`src/mcntrl_test_cfg.svh`:
```
`ifndef MCNTRL_TEST_CFG_SVH
`define MCNTRL_TEST_CFG_SVH

// command address window
`define MCNTRL_TEST_ADDR 16'h00f0
`define MCNTRL_TEST_MASK 16'h03f0

// number of frame channels
`define MCNTRL_NUM_CHN 2

// payload field widths
`define MCNTRL_FRAME_HEIGHT_BITS 16
`define MCNTRL_PAGE_BITS 4

// channel n mode register is base + 2n, status control is one above
`define MCNTRL_MODE_BASE 4

// channel n status packet address is base + n
`define MCNTRL_STATUS_ADDR_BASE 8'h3c

// address byte plus four data bytes
`define MCNTRL_STATUS_BYTES 5

`endif

```
`src/mcntrl_test_pkg.sv`:
```
`include "mcntrl_test_cfg.svh"

package mcntrl_test_pkg;

    typedef logic [7:0] byte_t;                              // command/status byte lane
    typedef logic [3:0] reg_addr_t;                          // register code in the window
    typedef logic [`MCNTRL_FRAME_HEIGHT_BITS-1:0] line_t;    // unfinished line count
    typedef logic [`MCNTRL_PAGE_BITS-1:0] page_t;            // pages done, wraps

    // packed per-channel status, msb first
    typedef struct packed {
        page_t page;
        line_t lines;
        logic  finished;
        logic  busy;
    } status_payload_t;

    typedef enum logic [1:0] {
        OFF    = 2'd0,
        SINGLE = 2'd1,   // one packet, then back to off
        AUTO   = 2'd3    // packet on every payload change
    } status_mode_t;

endpackage

```
`src/status_generate.sv`:
```
`timescale 1ns/1ns
`include "mcntrl_test_cfg.svh"

module status_generate #(
    parameter mcntrl_test_pkg::byte_t STATUS_REG_ADDR = 8'h3c
) (
    input  logic                             mclk,
    input  logic                             rst,
    input  logic                             we,
    input  mcntrl_test_pkg::byte_t           wd,
    input  mcntrl_test_pkg::status_payload_t status,
    input  logic                             start,
    output mcntrl_test_pkg::byte_t           ad,
    output logic                             rq
);

    localparam int CNT_BITS = $clog2(`MCNTRL_STATUS_BYTES);
    localparam logic [CNT_BITS-1:0] LAST_BYTE = CNT_BITS'(`MCNTRL_STATUS_BYTES - 1);

    mcntrl_test_pkg::status_mode_t    mode;
    logic [5:0]                       seq;
    mcntrl_test_pkg::status_payload_t sent;      // payload of the latest packet
    logic [CNT_BITS-1:0]              byte_cnt;  // 0 idle, 1..4 data bytes
    logic                             can_rq;
    logic                             single_wr;
    logic                             trigger;

    // no new request while one is pending or a packet is going out
    assign can_rq    = !rq && (byte_cnt == '0);
    assign single_wr = we && (wd[7:6] == 2'b01);   // requests in the write cycle
    assign trigger   = can_rq && (single_wr || (mode == mcntrl_test_pkg::SINGLE) ||
                                  ((mode == mcntrl_test_pkg::AUTO) && (status != sent)));

    always_ff @(posedge mclk or posedge rst) begin
        if (rst) begin
            mode     <= mcntrl_test_pkg::OFF;
            seq      <= '0;
            sent     <= '0;
            byte_cnt <= '0;
            rq       <= 1'b0;
        end else begin
            if (we) begin
                case (wd[7:6])
                    2'b01:   mode <= can_rq ? mcntrl_test_pkg::OFF   // served at once
                                            : mcntrl_test_pkg::SINGLE;
                    2'b11:   mode <= mcntrl_test_pkg::AUTO;
                    default: mode <= mcntrl_test_pkg::OFF;
                endcase
                seq <= wd[5:0];
            end else if (trigger && (mode == mcntrl_test_pkg::SINGLE)) begin
                mode <= mcntrl_test_pkg::OFF;   // single shot done
            end

            if (trigger) begin
                rq <= 1'b1;
            end else if (start) begin
                rq <= 1'b0;
            end

            if (start) begin
                sent     <= status;             // snapshot at start
                byte_cnt <= CNT_BITS'(1);
            end else if (byte_cnt == LAST_BYTE) begin
                byte_cnt <= '0;
            end else if (byte_cnt != '0) begin
                byte_cnt <= byte_cnt + 1'b1;
            end
        end
    end

    // address byte while idle or requesting, then the snapshot
    always_comb begin
        case (byte_cnt)
            CNT_BITS'(1): ad = {seq, sent[1:0]};
            CNT_BITS'(2): ad = sent[9:2];
            CNT_BITS'(3): ad = sent[17:10];
            CNT_BITS'(4): ad = {4'h0, sent[21:18]};
            default:      ad = STATUS_REG_ADDR;
        endcase
    end

endmodule

```
`config.mk`:
```
export PLATFORM = sky130hd
export DESIGN_NAME = status_generate
export DESIGN_NICKNAME = d
export VERILOG_FILES = /design/src/mcntrl_test_pkg.sv /design/src/status_generate.sv
export VERILOG_INCLUDE_DIRS = /design/src
export SDC_FILE = /design/constraint.sdc
export NUM_CORES = 1
export LEC_CHECK = 0
export BUFFER_PORTS_ARGS = -buffer_cell sky130_fd_sc_hd__buf_2
export CAP_MARGIN = 20
export CORE_UTILIZATION = 45
export DETAILED_ROUTE_END_ITERATION = 16
export GPL_TIMING_DRIVEN = 0
export PLACE_DENSITY = 0.78
export SLEW_MARGIN = 0
export SYNTH_ARGS = -nofsm -noshare
export SYNTH_HDL_FRONTEND = slang
export SYNTH_SLANG_ARGS = --single-unit
```
`constraint.sdc`:
```
create_clock -name mclk -period 1.55 [get_ports mclk]
set_input_delay 0.155 -clock mclk [delete_from_list [all_inputs] [get_ports mclk]]
set_output_delay 0.155 -clock mclk [all_outputs]
set_load 0.01 [all_outputs]
```
# Word-level counts from Yosys, hierarchy flattened
# Cells that the tools add are included.
[op_classes] n_bitwise=0 n_div=0 n_addsub=1 n_reduce_logical=13 muxes=10 n_mul=0 shift=0 n_lt_le_gt_ge=0 n_eq_ne=9
[op_table] op="8-bit one-hot mux with 4 select lines" n=1
[op_table] op="22-bit inequality test" n=1
[op_table] op="3-bit 2-to-1 mux" n=3
[op_table] op="3-bit by 2-bit == test with 1-bit output, second input constant" n=2
[op_table] op="3-bit nonzero test" n=2
[op_table] op="1-bit logical AND" n=5
[op_table] op="2-bit by 1-bit == test with 1-bit output, second input constant" n=2
[op_table] op="2-bit == test, second input constant" n=2
[op_table] op="2-bit 2-to-1 mux" n=2
[op_table] op="2-bit one-hot mux with 2 select lines" n=1
[op_table] op="2-bit nonzero test" n=2
[op_table] op="3-bit by 1-bit adder with 3-bit output, second input constant" n=1
[op_table] op="3-bit by 1-bit == test with 1-bit output, second input constant" n=1
[op_table] op="3-bit == test, second input constant" n=1
[op_table] op="3-bit zero test" n=1
[op_table] op="1-bit 2-to-1 mux" n=3
[op_table] op="1-bit logical OR" n=2
[op_table] op="1-bit zero test" n=1
[totals] word_cells=41 romBits=0 memories=0 mem_bits_rw=0 output_inout_bits=9 register_bits=34 latchBits=0

# Logic depth before layout (Yosys ltp)
[logic_depth] ltp_word=8 ltp_mapped=7 ltp_nobuf=6

# Least setup slack after synthesis
# Ideal clock, no wire load.
[synth_timing] path_kind="reg2out" startpoint="register byte_cnt[0]" endpoint="output port ad[4]" stages_incl_launch_ff=6 t_required_ns=1.395 t_arrival_ns=1.392 setup_slack_ns=0.003 path_cell_list="dfrtp_1 ha_1 ha_1 clkbuf_1 a222oi_1 nand2_1"
[synth_between] elab_chain_len=2 word_cells_on_any_way=5 classes_between="eq/ne (4); mux (1)"
[synth_lines] element="start, declared" line="status_generate.sv:23" rtl="logic [CNT_BITS-1:0] byte_cnt;"
[synth_lines] element="start signal, assigned" line="status_generate.sv:66" rtl="byte_cnt <= byte_cnt + 1'b1;"
[synth_lines] element="3-bit == test, or another cell as far along" line="status_generate.sv:73" rtl="case (byte_cnt)"
[synth_lines] element="8-bit one-hot mux with 4 select lines *" line="status_generate.sv:73"
[synth_lines] element="end, declared" line="status_generate.sv:13" rtl="output mcntrl_test_pkg::byte_t ad,"
# Every way passes the cells marked *; elsewhere a longest branch is shown, timed or not.

# Worst setup path after layout
[layout_timing] startpoint="register byte_cnt[0]" endpoint="output port ad[0]"
# Same word-level chain as after synthesis.

==> metrics.log <==
INFO  metric number_of_global_route_vias_before_repair = 1349
INFO  metric timing.final.hold_violations = 0
INFO  metric crit_required = 1.39 ns
INFO  metric post_route_cells_drive_above_1_share = 49.0%
INFO  metric standard_cell_core_area = 3740 µm²
INFO  metric initial_core_util = 48.3%
INFO  metric insertion_delay = 0.29 ns
INFO  metric power_leakage = 1.04 nW
INFO  metric clk_root_buffer_cell = clkbuf_8
INFO  metric layout_min_cycle_time = 1.92 ns
INFO  metric postSynthAreaPerCell = 11.6 µm²
INFO  metric clock_sink_count = 34
INFO  metric final_setup_violation_count = 8
INFO  metric drt-initial-drc-count = 105
INFO  metric violated_checks = negative setup slack
INFO  metric rows = 22
INFO  metric drt_first_pass_iters = 4
INFO  metric unrepaired_setup_endpoints_after_global_routing = true
INFO  metric max_slew_margin = 59.2%
INFO  metric ys_types = 29
INFO  metric drt_drc_violations_left = 0
INFO  metric finalWeightedCongestion = 0.822
INFO  metric timing.critical_path.arrival = 1.77 ns
INFO  metric status = finished with violations
INFO  metric worst-slew-pin-transition = 0.611 ns
INFO  metric met1_usage = 26.5%
INFO  metric crit_path_max_fanout = 6
INFO  metric skew = 0.00188 ns
INFO  metric ant_nets = 0
INFO  metric clkSlewWorstSetupHoldPaths = 0.07 ns
INFO  metric worstSetupPathType = flip-flop to output port
INFO  metric ys_seq_area_share = 47.1%
INFO  metric post_synth_instance_area = 1810 µm²
INFO  metric viasPerCell = 5.44
INFO  metric setup_total_negative_slack = -2.51 ns
INFO  metric postLayoutSetupSlackWorst = -0.373 ns
INFO  metric vias = 1403
INFO  metric pin_count = 43
INFO  metric synth_warnings = 0
INFO  metric die_ar = 4280 µm²
INFO  metric power.total = 3.28 mW
INFO  metric cts-htree-levels = 2
INFO  metric layout.cells.most_common_list = buf_2, dfrtp_1, mux2_2, xor2_1, nand2_1
INFO  metric timing.critical_path.from_type = flip-flop
INFO  metric initial_antenna_violation_count = 0
INFO  metric antenna_cells = 0
INFO  metric holdCritPathClass = primary input to flip-flop
INFO  metric async_reset_ff_share = 100%
INFO  metric synth_enable_flop_cells = 0
INFO  metric globalRoute.busiestLayer = met2
INFO  metric global_route.usage.total = 20.6%
INFO  metric post-route-util = 61.8%
INFO  metric synth-seq-cells = 34
INFO  metric largest_net_degree_at_the_start_of_global_routing = 23
INFO  metric layout_worst_path_cycle_share = 124%
INFO  metric synthToLayoutAreaGrowth = 27.9%
INFO  metric post_synth_inst_count = 156
INFO  metric port_buffers = 41
INFO  metric power_density = 1420 nW/µm²
INFO  metric layout_commonest_cell = buf_2
INFO  metric cts-root-to-sink-buffers = 2
INFO  metric postRouteWirelength = 4140 µm
INFO  metric cap_viol_max_count = 0
INFO  metric total_half_perimeter_wirelength_after_legalization_and_detailed_placement = 2870 µm
INFO  metric crit_path_end_kind = output port
INFO  metric grtUsageMet3 = 7.12%
INFO  metric max-vdd-ir-drop = 0.742 mV
INFO  metric post_detailed_route_wirelength_per_cell = 16.1 µm
INFO  metric grt_overflow_total = 0
INFO  metric grt_pass1_wl = 6360 µm
INFO  metric clock.fmax = 520 MHz
INFO  metric synth_top_flop_cell = dfrtp_1
INFO  metric die_h = 65.4 µm
INFO  metric finalMaxSlewViolations = 0
INFO  metric mappedNetlistNets = 195
INFO  metric fp.dieW = 65.4 µm
INFO  metric cts-buffers-inserted = 5
INFO  metric nNetsFinal = 248
INFO  metric cts_tree = yes
INFO  metric met2_global_route_usage = 32.6%
[flip-flops by register name (all words and copies together) (netlist names)]
signal / cells
rq: 1
sent: 22
seq: 6
mode: 2
byte_cnt: 3
[stage by stage]
stage | hold WS (ns) | instances | setup slack, ns | instance area [µm²]
after floorplan | 0.297 | 156 | 0.00341 | 1810
after global placement | 0.388 | 245 | -0.285 | 2070
after detailed placement | 0.255 | 246 | -0.285 | 2100
after CTS | 0.0854 | 254 | -0.320 | 2240
after global routing | 0.0914 | 258 | -0.410 | 2310
final | 0.0908 | 258 | -0.373 | 2310
[worst paths after layout]
kind                                          from                    to  slack (ns)  depth (start not counted)
min in group asynchronous                      rst   mode[0]$_DFFE_PP0P_        0.47                          3
setup / recovery           byte_cnt[0]$_DFFE_PP0P_                 ad[0]       -0.37                          5
max in group asynchronous                      rst  sent[16]$_DFFE_PP0P_        0.56                          4
setup reg to reg           byte_cnt[0]$_DFFE_PP0P_        rq$_DFFE_PP0P_        0.12                          7
hold / removal                               wd[5]    seq[5]$_DFFE_PP0P_        0.09                          2
hold reg to reg                 seq[4]$_DFFE_PP0P_    seq[4]$_DFFE_PP0P_        0.51                          1
[what timing repair did]
action,in CTS,in global routing
pin swaps,4,2
gates resized for setup,10,12
setup buffers,2,4
hold buffers,1,0
hold endpoints to repair,12,0
setup endpoints to repair,8,10
[cells in the mapped netlist, types with 2 or more instances]
cell type  count  area share (%)
nor2b_1        3             1.0
nor2_1         2            0.42
xnor2_1        7             3.4
a32oi_1        3             1.5
a22oi_1        2            0.83
nand4_1        3             1.0
clkbuf_1       2            0.42
buf_2          5             1.4
nor3_1         4             1.1
nand2_1       10             2.1
nor4_1         3             1.0
nand3_1        5             1.4
xor2_1        15             7.3
mux2_2        28              17
o21ai_0        3            0.83
ha_1           5             3.5
a222oi_1       4             2.2
dfrtp_1       34              47
inv_1          8             1.7
[worst max-delay path, cell delays in order, from the launching register on]
cell	delay [ns]
dfrtp_1	0.42
ha_2	0.22
ha_4	0.19
buf_6	0.13
a221o_1	0.36
buf_2	0.15
[where the power goes]
part / switching (mW) / total (mW) / internal, mW
Sequential: 0.122 / 1.13 / 1.01
Combinational: 0.761 / 1.47 / 0.704
Clock: 0.324 / 0.682 / 0.358
Total: 1.21 / 3.28 / 2.07
[kinds of logic after synthesis]
logic type      Yosys count  share of synthesized area (%)
flops                    34                           47.1
compound gates           20                           8.65
buf+inv                  16                           4.08
mux                      28                           17.4
fa+ha+maj                 5                           3.46
simple gates             31                           8.65
xor+xnor                 22                           10.7
[final cells by class]
class,count,area (µm²)
fill,342,1430
multi-input combinational,106,955
sequential,34,851
timing repair buffer,49,292
clock buffer,7,86.3
tap,48,60.1
inverter,8,32.5
buffer,5,31.3
clock inverter,1,5.00
[routing by layer]
metal  wire (µm)  vias up
li1            -      664
met1        1850      683
met2        1960       51
met3         281        5
met4          46        0
met5           0        -
Note: power is estimated with default switching activity, not from simulation.
